--- src/cpuPkg.sv ---
`default_nettype none

package cpuPkg;

    localparam int XLEN = 32;

    // Major opcodes of the supported subset
    typedef enum logic [6:0] {
        OPC_OP     = 7'b0110011,
        OPC_OP_IMM = 7'b0010011,
        OPC_LOAD   = 7'b0000011,
        OPC_STORE  = 7'b0100011,
        OPC_BRANCH = 7'b1100011
    } opcode_e;

    typedef enum logic [2:0] {
        ALU_ADD = 3'd0,
        ALU_SUB = 3'd1,
        ALU_AND = 3'd2,
        ALU_OR  = 3'd3,
        ALU_XOR = 3'd4,
        ALU_SLT = 3'd5  // Signed compare
    } aluOp_e;

    typedef struct packed {
        logic [6:0] funct7;
        logic [4:0] rs2;
        logic [4:0] rs1;
        logic [2:0] funct3;
        logic [4:0] rd;
        logic [6:0] opcode;
    } rType_s;

    typedef struct packed {
        logic [11:0] imm;
        logic [4:0]  rs1;
        logic [2:0]  funct3;
        logic [4:0]  rd;
        logic [6:0]  opcode;
    } iType_s;

    typedef struct packed {
        logic [6:0] immHi;  // imm[11:5]
        logic [4:0] rs2;
        logic [4:0] rs1;
        logic [2:0] funct3;
        logic [4:0] immLo;  // imm[4:0]
        logic [6:0] opcode;
    } sType_s;

    // Branch offset bits as scattered by the ISA
    typedef struct packed {
        logic       imm12;
        logic [5:0] imm10to5;
        logic [4:0] rs2;
        logic [4:0] rs1;
        logic [2:0] funct3;
        logic [3:0] imm4to1;
        logic       imm11;
        logic [6:0] opcode;
    } bType_s;

    typedef union packed {
        rType_s rType;
        iType_s iType;
        sType_s sType;
        bType_s bType;
    } instWord_u;

    typedef struct packed {
        logic            regWrite;
        logic            memWrite;
        logic            memToReg;
        logic            aluSrcImm;
        logic            isBranch;
        logic            branchOnNotEqual;
        aluOp_e          aluOp;
        logic [4:0]      rd;
        logic [4:0]      rs1;
        logic [4:0]      rs2;
        logic [XLEN-1:0] imm;  // Already sign extended
    } ctrl_s;

    // One record per retired instruction
    typedef struct packed {
        logic            wbEn;
        logic [4:0]      rd;
        logic [XLEN-1:0] wbData;
        logic [XLEN-1:0] pc;
    } retire_s;

endpackage

`default_nettype wire

--- src/regFile.sv ---
`timescale 1ns/10ps
`default_nettype none

module regFile import cpuPkg::*; (
    input  logic            CLK,
    input  logic            rstN,
    input  logic [4:0]      rs1,
    input  logic [4:0]      rs2,
    input  logic [4:0]      rd,
    input  logic            wbEn,
    input  logic [XLEN-1:0] wbData,
    output logic [XLEN-1:0] rs1Data,
    output logic [XLEN-1:0] rs2Data
);

    logic [XLEN-1:0] regs [1:31];  // x0 has no storage

    always_ff @(posedge CLK or negedge rstN) begin
        if (!rstN) begin
            for (int i = 1; i < 32; i++) begin
                regs[i] <= '0;
            end
        end else if (wbEn && (rd != 5'd0)) begin
            regs[rd] <= wbData;
        end
    end

    // Combinational reads
    assign rs1Data = (rs1 == 5'd0) ? '0 : regs[rs1];
    assign rs2Data = (rs2 == 5'd0) ? '0 : regs[rs2];

endmodule

`default_nettype wire

--- config.mk ---
export PLATFORM = sky130hd
export DESIGN_NAME = regFile
export DESIGN_NICKNAME = d
export VERILOG_FILES = /design/src/cpuPkg.sv /design/src/regFile.sv
export SDC_FILE = /design/constraint.sdc
export NUM_CORES = 2
export LEC_CHECK = 0
export BUFFER_PORTS_ARGS = -buffer_cell sky130_fd_sc_hd__buf_2
export CAP_MARGIN = 0
export CORE_ASPECT_RATIO = 1.2
export CORE_MARGIN = 2
export CORE_UTILIZATION = 30
export DETAILED_ROUTE_END_ITERATION = 6
export PLACE_DENSITY = 0.48
export SYNTH_ARGS = -nofsm -noshare
export SYNTH_HDL_FRONTEND = slang
export SYNTH_SLANG_ARGS = --single-unit
--- constraint.sdc ---
create_clock -name CLK -period 1.7 [get_ports CLK]
set_input_delay 0.17 -clock CLK [delete_from_list [all_inputs] [get_ports CLK]]
set_output_delay 0.17 -clock CLK [all_outputs]
set_load 0.05 [all_outputs]
### Word level (Yosys, flattened, before mapping)

Cells that the tools add are included.

* register bits after elaboration: 992
* input port bits: 50

* $lt $le $gt $ge: 4
* muxes and demuxes: 11
* reduce and logical (&&, ||, !) cells: 5
* bitwise gates (word level): 3

Operators with widths (number)
* 992-bit bitwise mux: 1
* 32-bit binary-select mux with 5-bit select: 2
* 32-bit two-way mux: 7
* 32-bit demux with 5-bit select: 1
* 6-bit >= comparator, second input constant: 3
* 5-bit inverter with 6-bit output: 3
* 5-bit zero test: 2
* 6-bit by 1-bit less-than comparator with 1-bit output, second input constant: 1
* 5-bit nonzero test: 1
* 1-bit logical AND: 2

### Logic depth before layout (Yosys ltp)

* depth in word-level cells: 6
* mapped depth: 8
* gate-level depth less buffers: 4

### Least setup slack after synthesis

Ideal clock, no wire load.

* path type: in2out
* from: in rs2[0]
* to: out rs2Data[4]
* stages: 7
* data arrival time: 2.391 ns
* slack: -0.861 ns
* data required time: 1.530 ns
* cells stage by stage: buf_2 > buf_4 > buf_6 > mux4_2 > mux2i_1 > a22o_1 > a211oi_1

* longest elaborated chain between the ends: 5
* elaborated cells on any way between the ends: 6

Ends and longest elaborated chain
* start: declaration: line regFile.sv:8 `input logic [4:0] rs2,`
* 5-bit inverter with 6-bit output (not written as such): line regFile.sv:30 `assign rs2Data = (rs2 == 5'd0) ? '0 : regs[rs2];`
* 32-bit binary-select mux with 5-bit select: line regFile.sv:30
* 32-bit two-way mux (not written as such) (2 in a row): line regFile.sv:30
* 32-bit two-way mux (*): line regFile.sv:30
* end: declaration: line regFile.sv:13 `output logic [XLEN-1:0] rs2Data`

Every way passes the cells marked *; elsewhere a longest branch is shown, timed or not. The select of a mux whose other input is x is not followed.

### Worst setup path in the final report

* from: reg regs[193] (netlist bit)
* to: out rs1Data[1]

* longest elaborated chain between the ends: 4

Ends and longest elaborated chain
* start: declaration: line regFile.sv:16 `logic [XLEN-1:0] regs [1:31];`
* start signal: indexed assignment: line regFile.sv:24 `regs[rd] <= wbData;`
* 32-bit binary-select mux with 5-bit select: line regFile.sv:29 `assign rs1Data = (rs1 == 5'd0) ? '0 : regs[rs1];`
* 32-bit two-way mux (not written as such) (2 in a row): line regFile.sv:29
* 32-bit two-way mux: line regFile.sv:29
* end: declaration: line regFile.sv:12 `output logic [XLEN-1:0] rs1Data,`

Every way passes these cells. The select of a mux whose other input is x is not followed.

==> results.txt <==
Sw frac -> 28.8%
Ys async rst share -> 100%
CTS tree -> yes
Total grt overflow -> 0
Initial DRC Count -> 2353
Result of the run -> finished, violations left
Clock Skew -> 0 ns
Die Span X -> 389 um
Top Registers -> regs x992
CTS Buffer Depth -> 3
CP Capture Type -> output port
Clock Sinks -> 992
# DRC -> 0
Synth Net Count -> 3662
Final count of hold timing violations -> 0
Largest family of logic cells by synthesized area -> multiplexers
Core area -> 177000 sq um
Largest register FFs -> 992
Power per Cell Area -> 1110 nW/um^2
Avg Inst Size Synth -> 14.8 sq um
RSZ-0062 raised after global routing -> yes
Fillers -> 16600
Share of cells above drive strength 1 -> 62.5%
Final wirelength -> 199 mm
Initial antenna violation count -> 15
Share of power burned in registers -> 40.8%
Final worst slack -> -1.01 ns
Actual slew at the worst max-slew pin -> 0.735 ns
Failing checks -> setup timing
Number of synthesis warnings -> 0
GRT Total Usage -> 21.8%
Yosys top cell area share -> 46.4%
Die area -> 182000 sq um
Adder-Cell Fraction of Synth Area -> 0%
Synth Area in Compound Gates -> 4.51%
Final non-filler cell total -> 6695
Root Buffer -> clkbuf_16
WS Path Type -> flop to output port
Crit path DAT -> 2.54 ns
Synth top area cells -> dfrtp_1 (46%), mux2_2 (22%), mux4_2 (16%), mux2i_1 (5.0%), buf_2 (1.5%)
Startpoint types -> flop
Vias in the first global route -> 38600
TritonCTS Buffers -> 115
Worst-Skew Late Latency -> 0.76 ns
WL/cell -> 29.7 um
Dpl ws -> -0.760 ns
Final #Nets -> 4339
Post-synth EDFFs -> 0
Initial core utilization -> 30.2%
Clock slew at reported path FFs -> 0.06 ns
Largest net degree at the start of global routing -> 91
Drt pass-1 iters -> 7
Top FF cell, synth -> dfrtp_1
HP Class -> primary input to flop
Slew margin rel. -> 50.9%
Commonest cells post-synth -> mux2_2 (1050), dfrtp_1 (992), mux4_2 (377), mux2i_1 (267), buf_2 (162)
Post-synthesis simple-gate area fraction -> 2.05%
H-tree Lvls -> 3
Hpwl dp -> 134 mm
Max-cap check violation count -> 0
I/O Pins -> 114
Maximum vdd drop -> 0.000904 V
Internal power -> 0.0549 W
Mux cell area share after synthesis -> 43.4%
#FFs+latches synth -> 992
Top reg by flops -> regs
Logic pwr share -> 26.5%
Die Span Y -> 467 um
Minimum clock period -> 2.71 ns
Synthesis-to-finish area growth -> 29.8%
Sw power -> 0.0222 W
Placed cells -> 6448
ANT nets after route -> 0
Final Cycle Share -> 159%
Area leader, netlist -> dfrtp_1
Rows -> 169
RePlAce Congestion -> 0.808
FMAX -> 369 MHz
Synth Area in XOR/XNOR -> 0%
Cell with the most instances after synthesis -> mux2_2
Pins Over Slew Limit -> 0
Leak -> 30.8 nW
Final setup viols -> 64
Post-Syn Instances -> 3612
Cell Area, Synth -> 53500 sq um
First-pass GRT wire length -> 288 mm
Vias per std cell -> 5.43
Sequential fraction of the synthesis area -> 46.4%
Netlist cell types -> 46
Clock Power Share -> 32.7%
Routed vias -> 36400
# port buffers -> 113
WP data required -> 1.53 ns
Critical Path Fanout Max -> 3
cell usage in the layout (no fill, tap or decap), types with 39 or more instances in the layout:
master	n
mux4_2	377
mux2_2	1045
dfrtp_1	992
buf_12	201
a22oi_1	81
mux2i_1	248
clkbuf_16	119
buf_6	48
buf_4	625
buf_2	39
kinds of logic (layout without fill, tap and decap cells):
| family | count (synthesis) | after routing |
|---|---|---|
| multiplexers | 1713 | 1713 |
| flip-flops | 992 | 992 |
| buffers and inverters | 401 | 1171 |
| AO/OA/AOI/OAI | 303 | 303 |
| AND/OR/NAND/NOR | 203 | 203 |
| other | 0 | 5 |
routing by layer:
metal | track usage [%] | share of wire (%)
met5 | 0 | 0.053
met4 | 5.92 | 2.5
met3 | 3.25 | 4.8
met2 | 35.7 | 48
met1 | 30.0 | 45
path summary, 6_finish.rpt:
kind                            startpoint         end  slack [ns]  depth (start not counted)
worst max-delay path             regs[193]  rs1Data[1]       -1.01                          5
max in group asynchronous             rstN   regs[233]        0.60                          3
min in group asynchronous             rstN   regs[219]        0.21                          3
worst min register to register   regs[778]   regs[778]        0.51                          1
worst max register to register   regs[791]   regs[791]        0.69                          3
worst min-delay path            wbData[25]   regs[761]        0.06                          2
critical path, stage by stage (launching register included):
cell	delay, ns
dfrtp_1	0.39
mux4_2	0.47
mux2i_1	0.21
nor2_1	0.08
or3_4	0.45
buf_12	0.17
repair_timing:
| action | CTS | global route |
|---|---|---|
| resized for setup | 195 | 57 |
| hold buffers | 9 | 0 |
| endpoints found under the setup margin | 64 | 64 |
| hold endpoints to repair | 1081 | 0 |
| setup buffers | 14 | 9 |
| pin swaps | 58 | 28 |
through the flow:
stage / hold WS [ns] / instance area, sq um / TNS [ns] / util (%) / power, W
floorplan: -0.126 / 54300 / -5.53 / - / 0.0432
global placement: 0.115 / 64300 / -97.63 / 36.3 / 0.0509
detailed placement: 0.115 / 64300 / -97.49 / 36.3 / 0.0513
CTS: 0.00159 / 69100 / -57.01 / 39.0 / 0.0777
global route: 0.0644 / 69400 / -58.13 / 39.2 / 0.0806
finish: 0.0554 / 69400 / -53.07 / 39.2 / 0.0772
cell type report:
| class | count | area (sq um) | share of cell area [%] |
|---|---|---|---|
| clock inverters | 38 | 428 | 0.616 |
| repair buffers | 952 | 10000 | 14.4 |
| diodes | 5 | 12.5 | 0.0180 |
| flip-flops and latches | 992 | 24800 | 35.8 |
| inverters | 9 | 36.3 | 0.0523 |
| well taps | 2308 | 2890 | 4.16 |
| multi-input cells | 2219 | 27800 | 40.1 |
| clock buffers | 172 | 3370 | 4.86 |
power by group through the flow:
stage	registers [W]	logic (W)	clock network [W]
after floorplan	0.0307	0.0125	0
after global placement	0.0317	0.0193	0
after detailed placement	0.0318	0.0195	0
after CTS	0.0314	0.0204	0.0259
after global routing	0.0320	0.0218	0.0268
final	0.0315	0.0205	0.0252
Note: power is estimated with default switching activity, not from simulation.
