File: src/cpuPkg.sv
`default_nettype none

package cpuPkg;

    localparam int XLEN = 32;

    // Major opcodes of the supported subset
    typedef enum logic [6:0] {
        OPC_OP     = 7'b0110011,
        OPC_OP_IMM = 7'b0010011,
        OPC_LOAD   = 7'b0000011,
        OPC_STORE  = 7'b0100011,
        OPC_BRANCH = 7'b1100011
    } opcode_e;

    typedef enum logic [2:0] {
        ALU_ADD = 3'd0,
        ALU_SUB = 3'd1,
        ALU_AND = 3'd2,
        ALU_OR  = 3'd3,
        ALU_XOR = 3'd4,
        ALU_SLT = 3'd5  // Signed compare
    } aluOp_e;

    typedef struct packed {
        logic [6:0] funct7;
        logic [4:0] rs2;
        logic [4:0] rs1;
        logic [2:0] funct3;
        logic [4:0] rd;
        logic [6:0] opcode;
    } rType_s;

    typedef struct packed {
        logic [11:0] imm;
        logic [4:0]  rs1;
        logic [2:0]  funct3;
        logic [4:0]  rd;
        logic [6:0]  opcode;
    } iType_s;

    typedef struct packed {
        logic [6:0] immHi;  // imm[11:5]
        logic [4:0] rs2;
        logic [4:0] rs1;
        logic [2:0] funct3;
        logic [4:0] immLo;  // imm[4:0]
        logic [6:0] opcode;
    } sType_s;

    // Branch offset bits as scattered by the ISA
    typedef struct packed {
        logic       imm12;
        logic [5:0] imm10to5;
        logic [4:0] rs2;
        logic [4:0] rs1;
        logic [2:0] funct3;
        logic [3:0] imm4to1;
        logic       imm11;
        logic [6:0] opcode;
    } bType_s;

    typedef union packed {
        rType_s rType;
        iType_s iType;
        sType_s sType;
        bType_s bType;
    } instWord_u;

    typedef struct packed {
        logic            regWrite;
        logic            memWrite;
        logic            memToReg;
        logic            aluSrcImm;
        logic            isBranch;
        logic            branchOnNotEqual;
        aluOp_e          aluOp;
        logic [4:0]      rd;
        logic [4:0]      rs1;
        logic [4:0]      rs2;
        logic [XLEN-1:0] imm;  // Already sign extended
    } ctrl_s;

    // One record per retired instruction
    typedef struct packed {
        logic            wbEn;
        logic [4:0]      rd;
        logic [XLEN-1:0] wbData;
        logic [XLEN-1:0] pc;
    } retire_s;

endpackage

`default_nettype wire

File: src/execUnit.sv
`timescale 1ns/10ps
`default_nettype none

module execUnit import cpuPkg::*; (
    input  ctrl_s           ctrl,
    input  logic [XLEN-1:0] rs1Data,
    input  logic [XLEN-1:0] rs2Data,
    input  logic [XLEN-1:0] pc,
    output logic [XLEN-1:0] aluResult,
    output logic            branchTaken,
    output logic [XLEN-1:0] branchTarget
);

    logic [XLEN-1:0] opB;
    logic            operandsEqual;

    assign opB = ctrl.aluSrcImm ? ctrl.imm : rs2Data;

    always_comb begin
        case (ctrl.aluOp)
            ALU_ADD: aluResult = rs1Data + opB;  // Also address for lw and sw
            ALU_SUB: aluResult = rs1Data - opB;
            ALU_AND: aluResult = rs1Data & opB;
            ALU_OR:  aluResult = rs1Data | opB;
            ALU_XOR: aluResult = rs1Data ^ opB;
            ALU_SLT: aluResult = XLEN'($signed(rs1Data) < $signed(opB));
            default: aluResult = '0;
        endcase
    end

    // beq takes on equal, bne on not equal
    assign operandsEqual = (rs1Data == rs2Data);
    assign branchTaken   = ctrl.isBranch && (operandsEqual ^ ctrl.branchOnNotEqual);
    assign branchTarget  = pc + ctrl.imm;

endmodule

`default_nettype wire

File: config.mk
export PLATFORM = sky130hd
export DESIGN_NAME = execUnit
export DESIGN_NICKNAME = d
export VERILOG_FILES = /design/src/cpuPkg.sv /design/src/execUnit.sv
export SDC_FILE = /design/constraint.sdc
export NUM_CORES = 1
export LEC_CHECK = 0
export BUFFER_PORTS_ARGS = -buffer_cell sky130_fd_sc_hd__buf_2
export CAP_MARGIN = 5
export CORE_MARGIN = 3
export CORE_UTILIZATION = 48
export DETAILED_ROUTE_END_ITERATION = 8
export GPL_ROUTABILITY_DRIVEN = 0
export PLACE_DENSITY = 0.75
export SLEW_MARGIN = 10
export SYNTH_ARGS = -nofsm -noshare
export SYNTH_HDL_FRONTEND = slang
export SYNTH_SLANG_ARGS = --single-unit
File: constraint.sdc
create_clock -name vclk -period 5.7
set_clock_uncertainty 0.2 [all_clocks]
set_input_delay 0.285 -clock vclk [all_inputs]
set_output_delay 0.285 -clock vclk [all_outputs]
set_load 0.05 [all_outputs]
# Word-level counts from Yosys, hierarchy flattened

Cells that the tools add are included.

Flip-flop bits (word level): 0
Bits of input ports: 152
Output and inout port bits: 65

Eq/ne operators: 6
Reductions and logical operators: 2
Bitwise operators: 4
Mux-type cells: 2
Add/sub/neg operators: 3
Order comparisons: 1

Operator list:

| operator                                                               | number |
|---|---|
| 32-bit case mux with 6 select lines                                    | 1 |
| 32-bit adder                                                           | 2 |
| 32-bit AND                                                             | 1 |
| 32-bit equality test                                                   | 1 |
| 32-bit < comparator                                                    | 1 |
| 32-bit two-way mux                                                     | 1 |
| 32-bit bitwise OR                                                      | 1 |
| 32-bit subtractor                                                      | 1 |
| 32-bit XOR                                                             | 1 |
| 3-bit by 2-bit equality test with 1-bit output (second input constant) | 2 |
| 3-bit equality test (second input constant)                            | 2 |
| 3-bit by 1-bit equality test with 1-bit output (second input constant) | 1 |
| 3-bit zero test                                                        | 1 |
| 1-bit logical AND                                                      | 1 |
| 1-bit XOR                                                              | 1 |

# Depth between registers and ports, before layout

Depth after elaboration: 3
Depth in mapped cells: 16
Mapped depth without buffers: 14

# Least setup slack after synthesis

Ideal clock, no wire load.

Path kind: input port to output port
Start point: in ctrl[52] (netlist name)
End point: out aluResult[28]
Setup slack: 0.890 ns
Path buffers: 2
Data arrival time: 4.325 ns
Stages: 16
Required time: 5.215 ns
Cells stage by stage: clkbuf_1 buf_1 mux2i_1 inv_1 ha_1 inv_1 fa_1 nand2b_1 a221oi_1 o21a_1 o21ai_4 o311ai_1 a31oi_1 nor2_1 nand2_1 o21ai_0

Cells in the longest elaborated chain, start to end: 3
Elaborated cells on any way between the ends: 7

RTL lines:

| item                                            | line           | text |
|---|---|---|
| start: declaration                              | execUnit.sv:5  | `input ctrl_s ctrl,` |
| 32-bit two-way mux *                            | execUnit.sv:17 | `assign opB = ctrl.aluSrcImm ? ctrl.imm : rs2Data;` |
| 32-bit subtractor, or another cell as far along | execUnit.sv:22 | `ALU_SUB: aluResult = rs1Data - opB;` |
| 32-bit case mux with 6 select lines *           | execUnit.sv:20 | `case (ctrl.aluOp)` |
| end: declaration                                | execUnit.sv:9  | `output logic [XLEN-1:0] aluResult,` |

Every way passes the cells marked *; elsewhere a longest branch is shown, timed or not.

# Worst setup path in the final report

Start point: in ctrl[52] (netlist name)
End point: out aluResult[30]

Same word-level chain as after synthesis.

==> results.md <==
- Setup repair after global routing left no endpoint under its margin.
- STA classifies the critical path startpoint as an input port.
- Summing all flip-flop and latch instances after layout gives 0 sq um.
- In this run, the clock network consumes 0% of the power.
- The path class of the tightest hold or removal check is in -> out.
- The met3 demand-to-capacity share in global routing is 4.25%.
- The number of global-route vias before repair is 8206.
- The first routing iteration left 984 violations.
- The area growth from synthesis to layout is 14.8%.
- The summed area of non-filler cells in the final layout is 0.00863 sq mm.
- Global routing consumed, over all layers together, 29.8% of the routing resources.
- For this design the ratio of total power to cell area is 157 mW/mm^2.
- Hold is met by 774 ps.
- The synthesized area per cell is 6.71 sq um.
- Entering global routing, the biggest net connects 62 pins.
- The average routed wire per standard cell is 18.7 microns.
- Once detail routing completed, the nets flagged for antenna violations numbered 0.
- The number of clock buffer instances in the layout is 0.
- For this design, the CTS-stage hold fixing added 0 buffers.
- The synthesized netlist contains 75 unique library cells.
- 0 antenna diodes ended up in the layout.
- The number of placement rows is 45.
- At the worst endpoint, the arrival time is 4480 ps.
- The post-cts resize count is 0.
- The first global-routing pass estimated 43.0 mm of wire.
- The combinational share of power is 100.0%.
- For the pin with the worst max-slew slack, the measured transition is 962 ps.
- The internal portion of the total power is 426 uW.
- The library cells used most frequently in the layout, excluding fill and tap cells, are buf_2 (199), ha_1 (137), a21oi_1 (119), inv_1 (111), nor2_1 (103).
- In this run the vertical extent of the chip is 131 microns.
- The switching component of the power is 930 uW.
- The post-CTS setup buffer count is 0.
- The flow ran to the end, and the final reports show no timing, DRC or antenna violations.
- Fill cells in the final layout number 1538.
- The design has 0 sequential cells.
- The final-report hold violation count is 0.
- The count of port buffers added during placement is 199.
- The number of pins with negative max-slew slack in the final report was 0.
- The via-per-instance ratio is 6.19.
- The number of cells in the finished layout apart from fillers is 1486.
- The area of the mapped netlist is 0.00752 sq mm.
- Yosys printed 0 warnings.
- The analysis attributes to cell leakage a power of 4.32 nW.
- The initial antenna violation count is 0.
- The maximum achievable frequency is 0.202 GHz.
- The total wire length after detailed routing is 27.8 mm.
- The cell area after placement is 0.00863 sq mm.
- The worst setup path is of the in -> out kind.
- In the synthesized netlist, the number of instances is 1121.
- The most used routing layer in global routing is met2.
- The I/O pin count is 217.
- The post-route DRC violation count is 0.
- Timing analysis after detailed placement gives a worst setup slack of 897 ps.
- The die covers 0.0172 sq mm.
- The worst slew slack as a fraction of its limit is 35.5%.
- Sequential cells were found to cover 0% of the synthesized design area.
- Global routing used 38.9% of the available met1 tracks.
- The share of final-layout standard cells stronger than drive strength 1 is 17.7%.
- Leaving out fill and tap cells, the most frequent cell in the layout is buf_2.
- Of the total power, the share spent switching nets is 68.6%.
- STA puts the critical path data required time at 5220 ps.
- Summing over every cut layer, the via total after detailed routing is 9201.
- The chip width is 131 microns.
- The peak supply drop is 154 uV.
- The total of endpoints with negative setup slack in the final report is 0.
- The final setup TNS is 0 ps.
- The total half-perimeter wirelength after legalization and detailed placement is 22.8 mm.
- The post-route minimum period is 4960 ps.
- The initial core utilization is 49.3%.
- At the end of the flow, the number of nets in the layout was 1569.
- After global routing the overflow that remains totals 0.
- The worst setup path is captured at a primary output.
- In this run the worst path has a maximum fanout of 15.
- The least setup slack across all paths after layout is 739 ps.
- The number of iterations in the first detailed-routing pass is 6.
- The global-route track usage on met2 is 50.7%.
- After detailed placement, the design holds a cell count of 1486.
- Across the run, the number of max-cap violations was 0.
- The sequential share of power is 0%.
- The placeable core region is 0.0153 sq mm.
- The synthesized netlist net count is 1413.
- The worst path uses 87.0% of the clock period.
[power groups by stage]
stage | Sequential [mW] | Clock, mW | Combinational [mW]
2_1_floorplan | 0 | 0 | 0.989
5_1_grt | 0 | 0 | 1.45
6_report | 0 | 0 | 1.36
3_5_place_dp | 0 | 0 | 1.33
4_1_cts | 0 | 0 | 1.34
3_3_place_gp | 0 | 0 | 1.32
[layer usage]
layer,share of wire (%),vias up
met5,0,-
met4,3.9,0
met3,10,68
met2,45,555
met1,40,4192
li1,-,4386
[critical path, stage by stage]
cell	delay [ps]
buf_2	360
buf_4	320
mux2i_1	320
ha_1	460
nand4_1	190
nor4_1	500
nand4bb_1	270
a21oi_1	90
a211oi_1	760
a31oi_1	230
o31a_1	160
o22ai_1	220
buf_2	310
[logic make-up after synthesis]
kind of cell / share of synthesized area (%)
buffers and inverters: 8.52
XOR/XNOR: 8.74
AND/OR/NAND/NOR: 19.7
multiplexers: 4.79
adder cells (fa/ha/maj): 23.6
AO/OA/AOI/OAI: 34.6
[layout make-up]
| cell class | instances | area, sq um | share of cell area, % |
|---|---|---|---|
| Tap cell | 211 | 264 | 3.06 |
| Timing Repair Buffer | 209 | 1070 | 12.4 |
| Multi-Input combinational cell | 954 | 6880 | 79.7 |
| Inverter | 112 | 420 | 4.87 |
[Yosys cell counts (all sizes together), types with 4 or more instances]
library cell	n	share of area, %
o32a	6	0.80
o2111ai	5	0.58
o31ai	10	1.1
a21o	22	2.2
o22ai	11	0.92
mux2i	36	4.8
nor4	14	1.2
xnor2	33	3.8
a31oi	10	1.1
a21boi	6	0.60
o221ai	12	1.4
o31a	5	0.58
and2	6	0.50
nor2	103	5.1
nor2b	9	0.78
xor2	42	4.9
a31o	4	0.47
o211ai	20	2.0
or3	7	0.58
o21a	9	0.90
nand3	33	2.2
a211oi	11	1.1
clkbuf	39	1.9
nand4	10	0.83
buf	16	0.98
o21bai	14	1.4
ha	137	23
and3	11	0.92
a221oi	7	0.90
a2111oi	6	0.78
nand2	66	3.3
nor3	28	1.9
inv	111	5.5
a21oi	119	7.9
nand2b	16	1.3
o21ai	77	5.3
a211o	4	0.47
[worst paths after layout]
kind | start | endpoint | slack [ps] | cells past startpoint
hold / removal | ctrl[51] | branchTaken | 770 | 3
setup / recovery | ctrl[52] | aluResult[30] | 740 | 13
[through the flow]
step                      power, mW  utilization, %
final                          1.36            56.6
after global routing           1.45            56.6
after CTS                      1.34            56.6
after detailed placement       1.33            56.6
after global placement         1.32            56.6
after floorplan               0.989               -
Power figures use the tool's default switching activity.
