File: src/cpuPkg.sv
`default_nettype none

package cpuPkg;

    localparam int XLEN = 32;

    // Major opcodes of the supported subset
    typedef enum logic [6:0] {
        OPC_OP     = 7'b0110011,
        OPC_OP_IMM = 7'b0010011,
        OPC_LOAD   = 7'b0000011,
        OPC_STORE  = 7'b0100011,
        OPC_BRANCH = 7'b1100011
    } opcode_e;

    typedef enum logic [2:0] {
        ALU_ADD = 3'd0,
        ALU_SUB = 3'd1,
        ALU_AND = 3'd2,
        ALU_OR  = 3'd3,
        ALU_XOR = 3'd4,
        ALU_SLT = 3'd5  // Signed compare
    } aluOp_e;

    typedef struct packed {
        logic [6:0] funct7;
        logic [4:0] rs2;
        logic [4:0] rs1;
        logic [2:0] funct3;
        logic [4:0] rd;
        logic [6:0] opcode;
    } rType_s;

    typedef struct packed {
        logic [11:0] imm;
        logic [4:0]  rs1;
        logic [2:0]  funct3;
        logic [4:0]  rd;
        logic [6:0]  opcode;
    } iType_s;

    typedef struct packed {
        logic [6:0] immHi;  // imm[11:5]
        logic [4:0] rs2;
        logic [4:0] rs1;
        logic [2:0] funct3;
        logic [4:0] immLo;  // imm[4:0]
        logic [6:0] opcode;
    } sType_s;

    // Branch offset bits as scattered by the ISA
    typedef struct packed {
        logic       imm12;
        logic [5:0] imm10to5;
        logic [4:0] rs2;
        logic [4:0] rs1;
        logic [2:0] funct3;
        logic [3:0] imm4to1;
        logic       imm11;
        logic [6:0] opcode;
    } bType_s;

    typedef union packed {
        rType_s rType;
        iType_s iType;
        sType_s sType;
        bType_s bType;
    } instWord_u;

    typedef struct packed {
        logic            regWrite;
        logic            memWrite;
        logic            memToReg;
        logic            aluSrcImm;
        logic            isBranch;
        logic            branchOnNotEqual;
        aluOp_e          aluOp;
        logic [4:0]      rd;
        logic [4:0]      rs1;
        logic [4:0]      rs2;
        logic [XLEN-1:0] imm;  // Already sign extended
    } ctrl_s;

    // One record per retired instruction
    typedef struct packed {
        logic            wbEn;
        logic [4:0]      rd;
        logic [XLEN-1:0] wbData;
        logic [XLEN-1:0] pc;
    } retire_s;

endpackage

`default_nettype wire

File: src/resultUnit.sv
`timescale 1ns/10ps
`default_nettype none

module resultUnit import cpuPkg::*; (
    input  ctrl_s           ctrl,
    input  logic [XLEN-1:0] aluResult,
    input  logic [XLEN-1:0] loadData,
    input  logic [XLEN-1:0] pc,
    output logic            wbEn,
    output logic [4:0]      rd,
    output logic [XLEN-1:0] wbData,
    output retire_s         retire
);

    assign wbEn   = ctrl.regWrite && (ctrl.rd != 5'd0);  // Writes to x0 show as none
    assign rd     = ctrl.rd;
    assign wbData = ctrl.memToReg ? loadData : aluResult;

    always_comb begin
        retire.wbEn   = wbEn;
        retire.rd     = rd;
        retire.wbData = wbData;
        retire.pc     = pc;
    end

endmodule

`default_nettype wire

File: config.mk
export PLATFORM = sky130hd
export DESIGN_NAME = resultUnit
export DESIGN_NICKNAME = d
export VERILOG_FILES = /design/src/cpuPkg.sv /design/src/resultUnit.sv
export SDC_FILE = /design/constraint.sdc
export NUM_CORES = 1
export LEC_CHECK = 0
export BUFFER_PORTS_ARGS = -buffer_cell sky130_fd_sc_hd__buf_4
export CORE_AREA = 4 4 98 100
export DETAILED_ROUTE_END_ITERATION = 8
export DIE_AREA = 0 0 102 104
export MAX_ROUTING_LAYER = met4
export SLEW_MARGIN = 20
export SYNTH_ARGS = -nofsm -noshare
export SYNTH_HDL_FRONTEND = slang
export SYNTH_SLANG_ARGS = --single-unit
File: constraint.sdc
create_clock -name vclk -period 2.2
set_input_delay 0.11 -clock vclk [all_inputs]
set_output_delay 0.11 -clock vclk [all_outputs]
set_load 0.01 [all_outputs]
; ---- After elaboration in Yosys (flattened, before gate mapping)
; Cells that the tools add are included.
[classes]
n_mux = 1
n_reduce_logical = 2
[ops]
columns = operator, count
row1 = 32-bit 2-to-1 mux, 1
row2 = 5-bit nonzero test, 1
row3 = 1-bit logical AND, 1
[totals]
regBits = 0
word_cells = 3
out_inout_bits = 108
inputBits = 152

; ---- Longest topological paths before layout
; Gate-level depths: netlist (run 1).
[depth]
depth_word = 2
depth_mapped = 4
mapped_depth_nobuf = 2

; ---- Worst setup path after synthesis (run 1)
; No wires, ideal clock.
[synth_timing]
path_type = input -> output
start = input ctrl[42] (netlist name)
end = output retire[69] (netlist name)
required_ps = 2090
stages = 3
n_path_buf = 1
path_slack_ps = 1108
t_arrival_ps = 982
path_cell_list = or4_1 -> o21a_1 -> buf_4
[synth_between]
elab_chain_len = 2
[synth_rtl]
columns = item, line
row1 = start: declaration, resultUnit.sv:5  ; input ctrl_s ctrl,
row2 = 5-bit nonzero test, resultUnit.sv:15  ; assign wbEn = ctrl.regWrite && (ctrl.rd != 5'd0);
row3 = 1-bit logical AND, resultUnit.sv:15
row4 = end: declaration, resultUnit.sv:12  ; output retire_s retire
; Every way passes these cells.

; ---- Final worst setup path (run 1)
[layout_timing]
start = input ctrl[42] (netlist name)
end = output wbEn
[layout_between]
elab_chain_len = 2
[layout_rtl]
columns = item, line
row1 = 5-bit nonzero test, resultUnit.sv:15
row2 = 1-bit logical AND, resultUnit.sv:15
row3 = end: declaration, resultUnit.sv:9  ; output logic wbEn,
; Every way passes these cells.

==> results.json, run 1 <==
{
  "ys_seq_area_share_pct": 0,
  "layout_common_cells": "buf_4, mux2_2, mux2_1",
  "max_freq_mhz": 841,
  "vias": 954,
  "register_area_sq_um": 0,
  "initial_core_util_pct": 11.1,
  "critical_path.most_common_cell": "buf_4",
  "antenna_found_initial": 0,
  "post-cts-setup-buffers": 0,
  "multiInputGateArea_sq_um": 375,
  "total_leakage_power_uw": 0.000835,
  "num-clock-buffers": 0,
  "wl_microns": 3170,
  "ys_warn_count": 0,
  "nFillCells": 943,
  "hp-class": "primary input to output pin",
  "ys_types": 6,
  "final_common_cell": "buf_4",
  "crit_required_ns": 2.09,
  "path_cells": "buf_4 -> or4_1 -> o21a_1 -> buf_4",
  "cp_slowest_cell": "or4_1",
  "grt_pass1_wl_microns": 4400,
  "min_path_cells": 0,
  "maxCapViolations": 0,
  "core_area_sq_um": 8680,
  "status": "complete, no violations",
  "yosys-top-cells-area": "buf_4, mux2_2, mux2_1, o21a_1, or4_1",
  "slew_viol_final": 0,
  "syn_avg_cell_area_sq_um": 8.55,
  "crit_cells": 4,
  "final_antenna_net_count": 0,
  "seq_cells": 0,
  "yosysTopAreaCell": "buf_4",
  "netlist_instances": 113,
  "crit_buf_inv": 2,
  "fin_crit_ns": 1.19,
  "wl_per_cell_microns": 11.0,
  "crit_path_end_kind": "output pin",
  "relSlewSlack_pct": 72.2,
  "io_pins": 260,
  "gp_congestion": 0.602,
  "crit_arrival_ns": 1.08,
  "peakVddDrop_v": 0.0000923,
  "drive_above_1_share_pct": 97.8,
  "cts_hold_buf": 0,
  "pwr-share-comb_pct": 100.0,
  "cpLargestDelayFamily": "simple AND/OR/NAND/NOR gates",
  "drtIter0Drc": 12,
  "dieWidth_microns": 102,
  "setup_violations": 0,
  "grt_pass1_vias": 986,
  "swShare_pct": 37.4,
  "nets": 335,
  "track_usage_pct": 5.01,
  "path_class": "primary input to output pin",
  "p_switching_uw": 145,
  "pwr-share-clk_pct": 0,
  "synth_nets": 265,
  "p_int_uw": 242,
  "p_per_area_nw_per_um2": 239,
  "cpPeakStageDelay_ns": 0.52,
  "die_h_microns": 104,
  "drc_errors": 0,
  "hold_violations": 0,
  "yosysTopAreaCellShare_pct": 60.6,
  "setup_tns_ns": 0,
  "cts_resized": 0,
  "numPortBuffers": 147,
  "antenna_cells": 0,
  "dr.pass1.iters": 4,
  "rsz0062_at_grt": "false",
  "tightest_slew_ns": 0.417,
  "period_share_pct": 54.0,
  "syn_area_sq_um": 966,
  "finish.utilization_pct": 18.6,
  "synthToLayoutAreaGrowth_pct": 67.1,
  "path_max_fanout": 3,
  "die_area_sq_um": 10600,
  "grt_max_degree": 33,
  "grt_overflow": 0,
  "seqPwrFrac_pct": 0,
  "hpwl_microns": 2860,
  "cp-start-kind": "primary input",
  "rows": 34,
  "via_per_inst": 3.30
}
==> cells by family (layout without fill, tap and decap cells) <==
kind of cell           after synthesis  in the layout  synth area share (%)
muxes                               32             32                  37.3
AOI/OAI and AO/OA                    1              1                 0.777
buffers and inverters               79            147                  61.1
and+or+nand+nor                      1              1                 0.777
==> area by class of cell <==
type               count  share of cell area (%)
repair buffers       147                    68.4
well taps            108                    8.37
multi-input cells     34                    23.3
==> stage by stage <==
step	power (uW)	hold slack (ns)	setup slack [ns]	instance area, sq um	cells
finish	386	0.220	1.01	1610	289
global route	413	0.220	0.985	1610	289
CTS	393	0.220	1.00	1610	289
detailed placement	392	0.220	1.00	1610	289
global placement	388	0.220	1.01	1610	289
floorplan	271	0.312	1.11	966	113
==> power groups by stage <==
stage,Sequential [uW],Combinational (uW),Clock (uW)
after floorplan,0,271,0
after global routing,0,413,0
after detailed placement,0,392,0
final,0,386,0
after CTS,0,393,0
after global placement,0,388,0
==> path summary, 6_finish.rpt <==
path,startpoint,to,slack (ns)
worst max-delay path,ctrl[42],wbEn,1.01
worst min-delay path,pc[17],retire[17],0.22
==> per-layer routing <==
| layer | global-route usage [%] | vias to the layer above | wire length, microns |
|---|---|---|---|
| met4 | 1.03 | 0 | 66 |
| met2 | 11.4 | 93 | 1840 |
| li1 | - | 433 | - |
| met1 | 4.01 | 418 | 766 |
| met3 | 0.335 | 10 | 491 |
| met5 | - | - | 0 |
==> synthesized netlist by cell type <==
library cell  instances
mux2_2               30
clkbuf_2              1
o21a_1                1
buf_4                78
or4_1                 1
mux2_1                2
(Power assumes the default switching activity.)
==> inputs of run 2 (changes only) <==
- CORE_AREA: 4 4 98 100 -> 4 4 100 102
- DIE_AREA: 0 0 102 104 -> 0 0 104 106
- clock period: 2.2 -> 1.2 ns (I/O delays scaled with it)
==> run 2 against run 1 <==
Cell area up 1.5%. Combinational power grew 85%. Global-route usage decreased by 0.49 points. Count of clock-buffer cells in the layout stayed put. Via count decreased by 2.2%. Power rose by 85%. First-iteration DRC count decreased by 17%. Flip-flop and latch count stayed put. Critical path type unchanged. Largest cell class unchanged. Largest power group unchanged.
==> results.json, run 2 (synthesized netlist as in run 1, its figures left out) <==
{
  "crit_buf_inv": 2,
  "track_usage_pct": 4.51,
  "gp_congestion": 0.593,
  "path_class": "primary input to output pin",
  "layout_common_cells": "buf_4, mux2_2, mux2_1",
  "p_switching_uw": 264,
  "critical_path.most_common_cell": "buf_4",
  "status": "complete, no violations",
  "final_common_cell": "buf_4",
  "io_pins": 260,
  "rsz0062_at_grt": "false",
  "path_max_fanout": 3,
  "max_freq_mhz": 899,
  "critPathLaunch": "ctrl[42]",
  "swShare_pct": 37.0,
  "initial_core_util_pct": 10.6,
  "die_h_microns": 106,
  "drc_errors": 0,
  "cpPeakStageDelay_ns": 0.54,
  "fin_crit_ns": 1.11,
  "post-cts-setup-buffers": 0,
  "dieWidth_microns": 104,
  "tightest_slew_ns": 0.188,
  "p_per_area_nw_per_um2": 436,
  "cp_slowest_cell": "or4_1",
  "hp-class": "primary input to output pin",
  "via_per_inst": 3.18,
  "wl_per_cell_microns": 10.5,
  "seqPwrFrac_pct": 0,
  "setup_tns_ns": 0,
  "pwr-share-comb_pct": 100.0,
  "slew_viol_final": 0,
  "path_cells": "buf_4 -> or4_1 -> o21a_1 -> buf_4",
  "cpLargestDelayFamily": "simple AND/OR/NAND/NOR gates",
  "wl_microns": 3080,
  "crit_path_end_kind": "output pin",
  "cp-start-kind": "primary input",
  "setup_violations": 0,
  "grt_pass1_vias": 929,
  "setup.worst_path.end": "wbEn",
  "cts_hold_buf": 0,
  "peakVddDrop_v": 0.000136,
  "finish.utilization_pct": 18.0,
  "hold_violations": 0,
  "drtIter0Drc": 10,
  "synthToLayoutAreaGrowth_pct": 69.6,
  "final_antenna_net_count": 0,
  "grt_max_degree": 33,
  "crit_arrival_ns": 1.05,
  "antenna_cells": 0,
  "p_int_uw": 449,
  "vias": 933,
  "dr.pass1.iters": 4,
  "cts_resized": 0,
  "grt_overflow": 0,
  "num-clock-buffers": 0,
  "period_share_pct": 92.7,
  "core_area_sq_um": 9110,
  "total_leakage_power_uw": 0.000844,
  "grt_pass1_wl_microns": 4290,
  "seq_cells": 0,
  "crit_required_ns": 1.14,
  "die_area_sq_um": 11000,
  "register_area_sq_um": 0,
  "maxCapViolations": 0,
  "nFillCells": 1013,
  "hpwl_microns": 2720,
  "antenna_found_initial": 0,
  "relSlewSlack_pct": 87.5,
  "min_path_cells": 0,
  "nets": 336,
  "rows": 35,
  "crit_cells": 4,
  "numPortBuffers": 147,
  "drive_above_1_share_pct": 97.8,
  "pwr-share-clk_pct": 0
}
==> run 2: cell count changes in the layout (fill, tap and decap cells not counted) <==
cell,delta
buf_12,+1
==> run 2: layout make-up <==
type / count / area [sq um] / area share [%]
Multi-Input combinational cell: 34 / 375 / 22.9
Tap cell: 111 / 139 / 8.48
Timing Repair Buffer: 148 / 1120 / 68.6
==> run 2: metal layers <==
| metal | up-vias | GRT usage, % | share of wire [%] |
|---|---|---|---|
| met5 | - | - | 0 |
| met4 | 0 | 0.855 | 0.55 |
| met3 | 8 | 1.09 | 13 |
| met2 | 76 | 8.87 | 56 |
| met1 | 415 | 4.56 | 31 |
| li1 | 434 | - | - |
==> run 2: stage by stage <==
| stage | hold slack [ns] | setup slack [ns] | area (sq um) | instances | total power [uW] |
|---|---|---|---|---|---|
| floorplan | 0.212 | 0.208 | 966 | 113 | 497 |
| global placement | 0.120 | 0.0733 | 1640 | 293 | 719 |
| detailed placement | 0.120 | 0.0840 | 1640 | 293 | 724 |
| CTS | 0.120 | 0.0789 | 1640 | 293 | 726 |
| global route | 0.120 | 0.0525 | 1640 | 293 | 761 |
| finish | 0.120 | 0.0871 | 1640 | 293 | 713 |
==> run 2: worst min-delay path by stage <==
stage / startpoint / endpoint
floorplan: ctrl[42] / rd[0]
global placement: pc[21] / retire[21]
detailed placement: pc[21] / retire[21]
CTS: pc[21] / retire[21]
global route: pc[1] / retire[1]
finish: pc[13] / retire[13]
==> run 2: power groups by stage <==
stage	sequential, uW	combinational [uW]	clock [uW]
floorplan	0	497	0
global placement	0	719	0
detailed placement	0	724	0
CTS	0	726	0
global route	0	761	0
finish	0	713	0
==> inputs of run 3 (changes only) <==
- SETUP_SLACK_MARGIN: not set -> 0.2
==> run 3 against run 2 <==
Sequential share of layout area is the same. Die area is the same. Worst setup slack gained 0.043 ns. Flip-flop and latch count is the same. Non-clock buffer count grew 1. Core utilization grew 0.29 points. Critical path depth is the same. Fmax grew 4.0%. First-iteration DRC count grew 30%. Global-route usage is the same. Critical endpoint unchanged.
==> results.json, run 3 (synthesized netlist as in run 1, its figures left out) <==
{
  "path_cells": "buf_6 -> or4_4 -> o21a_1 -> buf_6",
  "hold_violations": 0,
  "antenna_cells": 0,
  "wl_microns": 3100,
  "routed.top_layer": "met4",
  "numPortBuffers": 147,
  "hpwl_microns": 2720,
  "setup_violations": 0,
  "fin_ws_ns": 0.130,
  "path_max_fanout": 2,
  "synthToLayoutAreaGrowth_pct": 72.3,
  "nets": 337,
  "maxCapViolations": 0,
  "nFillCells": 1008,
  "wl_met3_microns": 393,
  "tightest_slew_ns": 0.188,
  "final_antenna_net_count": 0,
  "wl_per_cell_microns": 10.5,
  "register_area_sq_um": 0,
  "path_class": "primary input to output pin",
  "drc_errors": 0,
  "gp_congestion": 0.593,
  "via_per_inst": 3.22,
  "die_area_sq_um": 11000,
  "crit_required_ns": 1.14,
  "routedLengthMet1_microns": 959,
  "cpLargestDelayFamily": "simple AND/OR/NAND/NOR gates",
  "vias": 946,
  "antenna_found_initial": 0,
  "hold_slack_ns": 0.120,
  "relSlewSlack_pct": 87.5,
  "track_usage_pct": 4.51,
  "cp_slowest_cell": "or4_4",
  "io_pins": 260,
  "wl_met2_microns": 1730,
  "setup_tns_ns": 0,
  "dpl_cell_area_sq_um": 1640,
  "die_h_microns": 106,
  "hold_path_end": "retire[13]",
  "final_common_cell": "buf_4",
  "max_freq_mhz": 934,
  "crit_buf_inv": 2,
  "cts_hold_buf": 0,
  "grt_max_degree": 33,
  "crit_arrival_ns": 1.01,
  "dr.pass1.iters": 4,
  "slew_viol_final": 0,
  "dieWidth_microns": 104,
  "drtIter0Drc": 13,
  "layout_common_cells": "buf_4, mux2_2, buf_6",
  "peakVddDrop_v": 0.000137,
  "grt_pass1_vias": 939,
  "critical_path.most_common_cell": "buf_6",
  "num-clock-buffers": 0,
  "cp-start-kind": "primary input",
  "core_area_sq_um": 9110,
  "total_leakage_power_uw": 0.000856,
  "hp-start": "pc[13]",
  "multiInputGateArea_sq_um": 379,
  "min_path_cells": 0,
  "fin_area_sq_um": 1660,
  "cpPeakStageDelay_ns": 0.52,
  "hp-class": "primary input to output pin",
  "period_share_pct": 89.2,
  "seq_cells": 0,
  "place_ws_ns": 0.0840,
  "status": "complete, no violations",
  "grt_overflow": 0,
  "drive_above_1_share_pct": 98.4,
  "p_per_area_nw_per_um2": 434,
  "initial_core_util_pct": 10.6,
  "fin_crit_ns": 1.07,
  "crit_path_end_kind": "output pin",
  "grt_pass1_wl_microns": 4280,
  "rsz0062_at_grt": "true",
  "rows": 35
}
==> run 3: area by class of cell <==
cell class / count / area share [%]
well taps: 111 / 8.35
repair buffers: 149 / 68.9
multi-input cells: 34 / 22.8
==> run 3: through the flow <==
stage,std cells,utilization [%],total power [uW]
global route,294,18.3,770
finish,294,18.3,723
detailed placement,293,18.0,724
CTS,294,18.3,735
floorplan,113,-,497
global placement,293,18.0,719
==> run 3: worst max-delay path by stage <==
| stage | from | endpoint | slack (ns) | cells past startpoint |
|---|---|---|---|---|
| finish | ctrl[46] | wbEn | 0.13 | 4 |
| floorplan | ctrl[42] | retire[69] | 0.21 | 3 |
| detailed placement | ctrl[42] | retire[69] | 0.08 | 4 |
| global placement | ctrl[42] | wbEn | 0.07 | 4 |
| CTS | ctrl[46] | retire[69] | 0.11 | 4 |
| global route | ctrl[46] | wbEn | 0.11 | 4 |
==> run 3: timing repair <==
item / CTS / global route
resized for setup: 5 / 0
setup endpoints to repair: 2 / 2
pin swaps: 2 / 1
buffers inserted: 1 / 0
hold endpoints to repair: 0 / 0
==> run 3: report_power, final <==
| group | internal, uW | total [uW] | switching, uW |
|---|---|---|---|
| logic | 457 | 723 | 266 |
| registers | 0 | 0 | 0 |
| clock network | 0 | 0 | 0 |
| total | 457 | 723 | 266 |
==> run 3: layer usage <==
metal,GRT usage (%),vias up
li1,-,436
met1,4.52,426
met2,9.01,76
met3,0.971,8
met4,0.855,0
met5,-,-
