[src/cpuPkg.sv]
`default_nettype none

package cpuPkg;

    localparam int XLEN = 32;

    // Major opcodes of the supported subset
    typedef enum logic [6:0] {
        OPC_OP     = 7'b0110011,
        OPC_OP_IMM = 7'b0010011,
        OPC_LOAD   = 7'b0000011,
        OPC_STORE  = 7'b0100011,
        OPC_BRANCH = 7'b1100011
    } opcode_e;

    typedef enum logic [2:0] {
        ALU_ADD = 3'd0,
        ALU_SUB = 3'd1,
        ALU_AND = 3'd2,
        ALU_OR  = 3'd3,
        ALU_XOR = 3'd4,
        ALU_SLT = 3'd5  // Signed compare
    } aluOp_e;

    typedef struct packed {
        logic [6:0] funct7;
        logic [4:0] rs2;
        logic [4:0] rs1;
        logic [2:0] funct3;
        logic [4:0] rd;
        logic [6:0] opcode;
    } rType_s;

    typedef struct packed {
        logic [11:0] imm;
        logic [4:0]  rs1;
        logic [2:0]  funct3;
        logic [4:0]  rd;
        logic [6:0]  opcode;
    } iType_s;

    typedef struct packed {
        logic [6:0] immHi;  // imm[11:5]
        logic [4:0] rs2;
        logic [4:0] rs1;
        logic [2:0] funct3;
        logic [4:0] immLo;  // imm[4:0]
        logic [6:0] opcode;
    } sType_s;

    // Branch offset bits as scattered by the ISA
    typedef struct packed {
        logic       imm12;
        logic [5:0] imm10to5;
        logic [4:0] rs2;
        logic [4:0] rs1;
        logic [2:0] funct3;
        logic [3:0] imm4to1;
        logic       imm11;
        logic [6:0] opcode;
    } bType_s;

    typedef union packed {
        rType_s rType;
        iType_s iType;
        sType_s sType;
        bType_s bType;
    } instWord_u;

    typedef struct packed {
        logic            regWrite;
        logic            memWrite;
        logic            memToReg;
        logic            aluSrcImm;
        logic            isBranch;
        logic            branchOnNotEqual;
        aluOp_e          aluOp;
        logic [4:0]      rd;
        logic [4:0]      rs1;
        logic [4:0]      rs2;
        logic [XLEN-1:0] imm;  // Already sign extended
    } ctrl_s;

    // One record per retired instruction
    typedef struct packed {
        logic            wbEn;
        logic [4:0]      rd;
        logic [XLEN-1:0] wbData;
        logic [XLEN-1:0] pc;
    } retire_s;

endpackage

`default_nettype wire

[src/pcUnit.sv]
`timescale 1ns/10ps
`default_nettype none

module pcUnit import cpuPkg::*; #(
    parameter logic [XLEN-1:0] RESET_PC = '0
) (
    input  logic            CLK,
    input  logic            rstN,
    input  logic            branchTaken,
    input  logic [XLEN-1:0] branchTarget,
    output logic [XLEN-1:0] pc
);

    logic [XLEN-1:0] pcNext;

    // Sequential fetch unless a branch resolves taken
    assign pcNext = branchTaken ? branchTarget : pc + XLEN'(4);

    always_ff @(posedge CLK or negedge rstN) begin
        if (!rstN) begin
            pc <= RESET_PC;
        end else begin
            pc <= pcNext;
        end
    end

    // Branch offsets come from the decoder, so a bad target shows up here
    pcAligned: assert property (
        @(posedge CLK) disable iff (!rstN)
        pc[1:0] == 2'b00
    ) else $error("pc 0x%08h is not word aligned", pc);

endmodule

`default_nettype wire

[config.mk]
export PLATFORM = sky130hd
export DESIGN_NAME = pcUnit
export DESIGN_NICKNAME = d
export VERILOG_FILES = /design/src/cpuPkg.sv /design/src/pcUnit.sv
export SDC_FILE = /design/constraint.sdc
export NUM_CORES = 1
export LEC_CHECK = 0
export BUFFER_PORTS_ARGS = -buffer_cell sky130_fd_sc_hd__buf_2
export CORE_ASPECT_RATIO = 1.25
export CORE_MARGIN = 3
export CORE_UTILIZATION = 44
export CTS_CLUSTER_SIZE = 14
export DETAILED_ROUTE_END_ITERATION = 12
export PLACE_DENSITY = 0.84
export SLEW_MARGIN = 20
export SYNTH_ARGS = -nofsm -noshare
export SYNTH_HDL_FRONTEND = slang
export SYNTH_SLANG_ARGS = --single-unit
[constraint.sdc]
create_clock -name CLK -period 1.9 [get_ports CLK]
set_input_delay 0.095 -clock CLK [delete_from_list [all_inputs] [get_ports CLK]]
set_output_delay 0.095 -clock CLK [all_outputs]
set_load 0.02 [all_outputs]
* Word-level counts from Yosys, hierarchy flattened
Index checks and enable logic that the tools add are counted. W data, S select, Z words.
Word-level totals: register bits after elaboration 32, latch bits 0, RAM bits 0, bits in read-only memories 0, input port bits 35, output and inout bits 32, word-level logic and storage cells 3, memories 0
Cells by class: $add $sub $neg 1, multiply operators 0, div/mod/pow operators 0, order comparisons 0, eq/ne operators 0, shift-type cells 0, multiplexer cells 1, bitwise operators 0, reduce and logical (&&, ||, !) cells 0
Operators with widths (number):
- $add A32 B3 Y32 const B | 1
- $mux W32 | 1

* Depth between registers and ports, before layout
Gate-level depths: netlist (run 1).
word-level depth 2, depth in mapped cells 7, gate-level depth less buffers 5

* Worst setup path before layout (run 1)
No wires, ideal clock.
path type register to register, from reg pc[2], to reg pc[30], library setup time 0.082 ns, data arrival time 1.837 ns, data required time 1.818 ns, path slack -0.019 ns, cell stages (with the launch flop) 8, buffers on the path 2, period minus slack after synthesis 1.919 ns, cell sequence dfrtp_1 ha_1 and2_1 clkbuf_1 nand4_2 buf_2 or4_1 a31oi_1
On the way: longest elaborated chain between the ends 2
RTL lines:
- start, declared | RTL line pcUnit.sv:11 | output logic [XLEN-1:0] pc
- start signal, assigned | RTL line pcUnit.sv:23 | pc <= pcNext;
- $add A32 B3 Y32 | RTL line pcUnit.sv:17 | assign pcNext = branchTaken ? branchTarget : pc + XLEN'(4);
- $mux W32 | RTL line pcUnit.sv:17
- net pcNext[30] | RTL line pcUnit.sv:14 | logic [XLEN-1:0] pcNext;
The timed path passes the listed nets, and every way through them passes these cells.

* Worst setup path after layout (run 1)
from reg pc[11], to reg pc[17]
Same word-level chain as after synthesis.

==> impl_results.md, run 1 <==
* Slew Viols, Final at 0
* Die Ht at 77.8 um
* H-tree lvl count at 2
* R2R setup slack at 0.11 ns
* Area Growth Syn to Fin at 29.8%
* Tmin final at 1.79 ns
* CP Launch Type: flip-flop
* Outcome: finished, final reports clean
* Total global-route track usage at 19.4%
* Seq. cell area at 803 sq um
* Largest register FFs at 32
* Worst r2r src: pc[11]
* First-pass GRT wire length at 7.67 mm
* Clock buffer depth at 2
* Cells after Synth at 195
* DRT Pass-1 Iters at 4
* Multi-input logic area at 935 sq um
* Slew @ Worst Pin at 0.722 ns
* Per-cell routed wire length at 13.9 um
* Commonest non-fill, non-tap cells in the layout: buf_2 (66), dfrtp_1 (30), nand2_1 (23)
* Core area at 3880 sq um
* Finished Core Util at 60.7%
* Grt total ovfl at 0
* Top Registers: pc: 32 flops
* Max incr delay on CP at 0.53 ns
* Fmax at 560 MHz
* Power per cell area at 760 nW/um^2
* Slew HR at 51.9%
* Die area at 4930 sq um
* Initial Util at 46.8%
* Root Driver: clkbuf_8
* Vias per cell at 5.48
* Final setup violation count at 0
* RSZ-0062 raised after global routing: false
* Port buffer count at 66
* Peak VDD IR at 0.000461 V
* CP Capture Type: flip-flop
* FP Rows at 25
* Critical Path Fanout Max at 5
* Fin Clk Skew at 0.00285 ns
* Reg with most FFs: pc
* CTS Buf Count at 5
* Most common cell after layout, fill and taps aside: buf_2
* 1st-iter DRT viols at 135
* Worst EP required at 2.11 ns
* Hold Startpoint: branchTarget[12]
* Hold Path Class: primary input to flip-flop
* Final ANT Viol Nets at 0
* Post-route DRC at 0
* Synth cell types at 28
* Clk_lat worst skew at 0.28 ns
* Tcrit/Tclk final at 94.1%
* Vias in the first global route at 1731
* Yosys warns at 0
* CTS tree: built
* Setup CP Type: flip-flop to flip-flop
* Via count at 1770
* Synth Cell Area at 1810 sq um
* CP Cell Sequence: and4_1 -> buf_4 -> nand2_1 -> or4_1 -> a31oi_1
* Share of cells above drive strength 1 at 36.8%
* Leakage power total at 1.05 nW
* Total Neg Setup Slack at 0 ns
* Max-cap violations at 0
* Sinks on Clock Net at 32
* Synthesized flop and latch total at 32
* Worst-path clk slew at 0.07 ns
* Initial antenna violation count at 0
* CP arrival at 1.99 ns
* R2R depth at 5
* Hold endpoint: pc[12]
* Post-DP HPWL at 3.27 mm
* Fin. Hold Viols at 0
* WHS Path Cells at 3
* Nets at 304
* # fillers at 362
* Detailed-route wire length at 4.49 mm
* Critical-path top delay cell: or4_1
* FF-to-FF End: pc[17]
* Register area share after synthesis at 44.1%
* # IOs at 67
* Chip Width at 63.4 um
* Ant diodes at 0
* Placer Congestion at 0.809
* Mean Syn Cell Area at 9.30 sq um
* Pin count of the biggest net entering global routing at 33
* Mapped Nets at 231
[cell usage after synthesis, drive strengths merged]
| master | count | area share (%) |
|---|---|---|
| clkbuf | 9 | 2.4 |
| xnor2 | 2 | 0.97 |
| o311ai | 1 | 0.48 |
| o211ai | 3 | 1.2 |
| and2 | 3 | 1.0 |
| or4 | 14 | 5.8 |
| or2 | 1 | 0.35 |
| and3 | 3 | 1.0 |
| o21ai | 14 | 3.9 |
| nor2 | 14 | 2.9 |
| inv | 3 | 0.62 |
| and4 | 4 | 1.9 |
| nand4 | 11 | 5.3 |
| xor2 | 9 | 4.3 |
| a31oi | 14 | 4.8 |
| mux2 | 3 | 1.9 |
| buf | 6 | 2.3 |
| o31ai | 12 | 5.0 |
| or3 | 3 | 1.0 |
| nand2 | 24 | 5.4 |
| dfrtp | 32 | 44 |
| ha | 1 | 0.69 |
| nand3 | 9 | 2.5 |
[stage by stage]
stage	instance area [sq um]	hold WS, ns	power [mW]	setup slack (ns)	std cells
after global routing	2350	0.00760	1.89	0.0224	323
final	2350	0.0131	1.79	0.113	323
after floorplan	1820	-0.201	1.07	0.0454	195
after CTS	2340	0.00743	1.81	0.0995	323
after detailed placement	2230	0.192	1.26	0.117	314
after global placement	2230	0.186	1.25	0.179	314
[timing repair]
| action | 4_1_cts | 5_1_grt |
|---|---|---|
| resized for setup | 0 | 3 |
| setup endpoints to repair | 0 | 7 |
| endpoints found under the hold margin | 32 | 0 |
| buffers inserted | 0 | 0 |
| hold buffers | 1 | 0 |
[cell type report]
cell class	instances	area share, %
Sequential cell	32	34.1
Clock inverter	2	0.425
Inverter	3	0.478
Clock buffer	6	3.51
Multi-Input combinational cell	145	39.7
Tap cell	54	2.87
Timing Repair Buffer	81	18.9
[worst max-delay path, delay by kind of cell, from the launching register on]
family,cells,cell delay (ns)
simple gates,3,0.96
flops,1,0.40
buf+inv,1,0.17
compound gates,1,0.18
[report_power, final]
group / switching, mW / total, mW / leakage (nW) / internal, mW
Sequential: 0.0654 / 0.816 / 0.370 / 0.750
Clock: 0.252 / 0.541 / 0.0510 / 0.289
Combinational: 0.258 / 0.433 / 0.624 / 0.175
Total: 0.576 / 1.79 / 1.05 / 1.21
[kinds of logic after synthesis]
family | share of synthesized area (%)
multiplexers | 1.86
XOR/XNOR | 5.31
buffers and inverters | 5.38
AO/OA/AOI/OAI | 15.4
AND/OR/NAND/NOR | 27.2
adder cells (fa/ha/maj) | 0.690
flip-flops | 44.1
[per-layer routing]
layer,track usage [%],up-vias,routed length [um]
met5,0,-,0
met4,7.34,0,46
met3,5.50,7,317
met2,33.5,63,2290
met1,22.4,827,1840
li1,-,873,-
[how the worst max path moves through the flow]
| stage | start | endpoint | slack, ns | depth (start not counted) |
|---|---|---|---|---|
| 2_1_floorplan | pc[2] | pc[30] | 0.05 | 7 |
| 3_3_place_gp | pc[2] | pc[20] | 0.18 | 5 |
| 3_5_place_dp | pc[11] | pc[31] | 0.12 | 4 |
| 4_1_cts | pc[2] | pc[20] | 0.1 | 5 |
| 5_1_grt | pc[11] | pc[17] | 0.02 | 5 |
| 6_report | pc[11] | pc[17] | 0.11 | 5 |
Power figures use the tool's default switching activity.
==> run 2: changes to the inputs <==
--- a/config.mk
+++ b/config.mk
@@ -5,13 +5,14 @@
 export SDC_FILE = /design/constraint.sdc
 export NUM_CORES = 1
 export LEC_CHECK = 0
+export ABC_AREA = 1
 export BUFFER_PORTS_ARGS = -buffer_cell sky130_fd_sc_hd__buf_2
 export CORE_ASPECT_RATIO = 1.25
 export CORE_MARGIN = 3
-export CORE_UTILIZATION = 44
+export CORE_UTILIZATION = 46
 export CTS_CLUSTER_SIZE = 14
 export DETAILED_ROUTE_END_ITERATION = 12
-export PLACE_DENSITY = 0.84
+export PLACE_DENSITY = 0.86
 export SLEW_MARGIN = 20
 export SYNTH_ARGS = -nofsm -noshare
 export SYNTH_HDL_FRONTEND = slang
==> run 2 against run 1 <==
Effect of this change: setup slack improved by 0.28 ns; global-route usage rose by 1.1 points; sequential power rose by 1%; routed wire length rose by 12%; largest cell class unchanged; critical path type unchanged; final cell count rose by 34%.
==> impl_results.md, run 2 <==
* Share of flip-flops with an asynchronous set or reset at 100% (unchanged)
* Share of the synthesized area in the top cell type at 39.8% (-4.3 points)
* CTS tree: built
* 1st-iter DRT viols at 128 (-5.2%)
* Top Registers: pc: 32 flops
* Most common cell after layout, fill and taps aside: nand2_1
* Vias per cell at 4.86 (-11%)
* Final ANT Viol Nets at 0 (unchanged)
* CTS Buf Count at 5 (unchanged)
* Synth cell types at 20 (-29%)
* Core area at 4160 sq um (+7.4%)
* R2R depth at 8 (+3)
* Synth top cells by count: nand2_1 (136), nor2_1 (40), dfrtp_1 (32), nand3_1 (30), inv_1 (23)
* Total Neg Setup Slack at 0 ns (unchanged)
* Synth Area in XOR/XNOR at 1.31% (-4.0 points)
* Max-cap violations at 0 (unchanged)
* Placed Area at 2390 sq um (+7.1%)
* Final setup violation count at 0 (unchanged)
* Tcrit/Tclk final at 79.4% (-15 points)
* Mapped Nets at 344 (+49%)
* Nets at 412 (+36%)
* Post-synthesis adder-cell area fraction at 0.622% (-0.068 points)
* Post-DP HPWL at 3.85 mm (+18%)
* Die area at 5210 sq um (+5.5%)
* Largest family of logic cells by synthesized area: simple AND/OR/NAND/NOR gates
* Commonest non-fill, non-tap cells in the layout: nand2_1 (136), buf_2 (66), nor2_1 (40)
* Initial Util at 48.3% (+1.5 points)
* Fin. Hold Viols at 0 (unchanged)
* FF-to-FF End: pc[24]
* Ant diodes at 0 (unchanged)
* FP Rows at 26 (+4.0%)
* CP arrival at 1.67 ns (-0.32 ns)
* Per-cell routed wire length at 11.6 um (-17%)
* First-pass GRT wire length at 8.49 mm (+11%)
* CP Launch Type: flip-flop
* Clk_lat worst skew at 0.28 ns (about the same)
* Vias in the first global route at 1995 (+15%)
* Largest register FFs at 32 (unchanged)
* Port buffer count at 66 (unchanged)
* Chip Width at 65.2 um (+2.7%)
* Synth Area in Simple Gates at 48.8% (+22 points)
* EDFF count, synth at 0 (unchanged)
* Mean Syn Cell Area at 6.53 sq um (-30%)
* # fillers at 437 (+21%)
* Multiplexer area fraction after synthesis at 0% (-1.9 points)
* WHS Path Cells at 3 (unchanged)
* Sinks on Clock Net at 32 (unchanged)
* DRT Pass-1 Iters at 4 (unchanged)
* Clock buffer depth at 2 (unchanged)
* Slew HR at 49.3% (-2.6 points)
* Post-route DRC at 0 (unchanged)
* Outcome: finished, final reports clean
* Reg with most FFs: pc
* Register area share after synthesis at 39.8% (-4.3 points)
* Hold Startpoint: branchTarget[30]
* Most common cell in the synthesized netlist: nand2_1
* Die Ht at 79.9 um (+2.8%)
* Slew @ Worst Pin at 0.760 ns (+0.0377 ns)
* Area Growth Syn to Fin at 23.9%
* Leakage power total at 1.31 nW (+25%)
* Compound-Gate Fraction of Synth Area at 3.54% (-12 points)
* Fin cells at 433 (+34%)
* Post-CTS sizing at 0 (unchanged)
* Hold Path Class: primary input to flip-flop
* Post-route cell area at 2490 sq um (+5.9%)
* RSZ-0062 raised after global routing: false
* Placer Congestion at 0.900 (+11%)
* Peak VDD IR at 0.000468 V (+1.5%)
* # IOs at 67 (unchanged)
* Fin Clk Skew at 0.00319 ns (+0.000341 ns)
* Total global-route track usage at 20.5% (+1.1 points)
* Worst r2r src: pc[2]
* Setup CP Type: flip-flop to flip-flop
* Cells after Synth at 308 (+58%)
* Grt total ovfl at 0 (unchanged)
* Detailed-route wire length at 5.02 mm (+12%)
* Initial antenna violation count at 0 (unchanged)
* Ranking of synthesized cells by area: dfrtp_1 (40%), nand2_1 (25%), nand3_1 (7.5%)
* Pin count of the biggest net entering global routing at 41 (+24%)
* R2R setup slack at 0.39 ns (+0.28 ns)
* Slew Viols, Final at 0 (unchanged)
* Hold WS at 0.0132 ns (+0.0000949 ns)
* Placed insts at 424 (+35%)
* CP Capture Type: flip-flop
* Yosys warns at 0 (unchanged)
* Top_reg_cell synth: dfrtp_1
* Hold endpoint: pc[30]
* Power per cell area at 703 nW/um^2 (-7.5%)
* Yosys top cell by area: dfrtp_1
* Share of cells above drive strength 1 at 24.7% (-12 points)
* Fmax at 663 MHz (+18%)
* Synth Cell Area at 2010 sq um (+11%)
* Root Driver: clkbuf_8
* Critical Path Fanout Max at 6 (+1)
* H-tree lvl count at 2 (unchanged)
* Worst-path clk slew at 0.07 ns (about the same)
* Synthesized flop and latch total at 32 (unchanged)
* Tmin final at 1.51 ns (-0.279 ns)
* Worst EP required at 2.06 ns (-0.05 ns)
* Via count at 2103 (+19%)
## run 2: changes by cell type in the layout (fill, tap and decap cells not counted), moves of 7 or more
cell and change:
nand2_1 +113, nor2_1 +26, nand3_1 +21, inv_1 +20, or4_1 -14, a31oi_1 -13, buf_4 -13, o31ai_1 -12
nand4_1 -8, nor2_4 +7
## run 2: kinds of logic (layout without fill, tap and decap cells)
kind of cell / count (synthesis) / in the layout
flops: 32 / 32
compound gates: 14 / 14
fa+ha+maj: 1 / 1
buf+inv: 31 / 100
simple gates: 227 / 227
xor+xnor: 3 / 3
## run 2: cell type report
cell class / count / area [sq um] / share of cell area, %
inverters: 24 / 90.1 / 3.61
repair buffers: 68 / 348 / 13.9
flip-flops and latches: 32 / 801 / 32.1
clock buffers: 6 / 82.6 / 3.31
multi-input cells: 245 / 1090 / 43.8
well taps: 56 / 70.1 / 2.81
clock inverters: 2 / 10.0 / 0.401
## run 2: critical path, cell delays in order (launching register included)
cell	delay, ns
dfrtp_1	0.39
ha_1	0.20
nand2_2	0.08
nor2_4	0.18
nand2_2	0.09
nor2_2	0.18
nand3_1	0.10
nand3_1	0.09
nand2_1	0.07
## run 2: how the worst max path moves through the flow
stage,from,slack [ns],end,cells after the start
after CTS,pc[2],0.39,pc[24],8
after floorplan,pc[2],0.40,pc[26],8
after global placement,pc[2],0.46,pc[22],8
final,pc[2],0.39,pc[24],8
after global routing,pc[2],0.25,pc[24],8
after detailed placement,pc[2],0.40,pc[22],8
## run 2: metal layers
metal / track usage, % / vias to the layer above / share of wire [%]
met3: 2.68 / 2 / 4.5
met1: 25.5 / 957 / 44
met2: 36.4 / 60 / 51
met4: 6.64 / 0 / 0.80
met5: 0 / - / 0
li1: - / 1084 / -
## run 2: through the flow
step	util (%)	setup WS, ns	power, mW
finish	59.9	0.391	1.75
global route	59.9	0.249	1.86
CTS	59.9	0.387	1.77
detailed placement	57.4	0.399	1.23
global placement	57.4	0.461	1.22
floorplan	-	0.403	1.07
## run 2: repair_timing
action / in CTS / in global routing
hold buffers: 1 / 0
hold endpoints to repair: 32 / 0
setup buffers: 0 / 0
## run 2: power by group
| group | leakage [nW] | switching [mW] | internal, mW |
|---|---|---|---|
| sequential | 0.387 | 0.0806 | 0.746 |
| combinational | 0.870 | 0.252 | 0.139 |
| clock | 0.0510 | 0.247 | 0.289 |
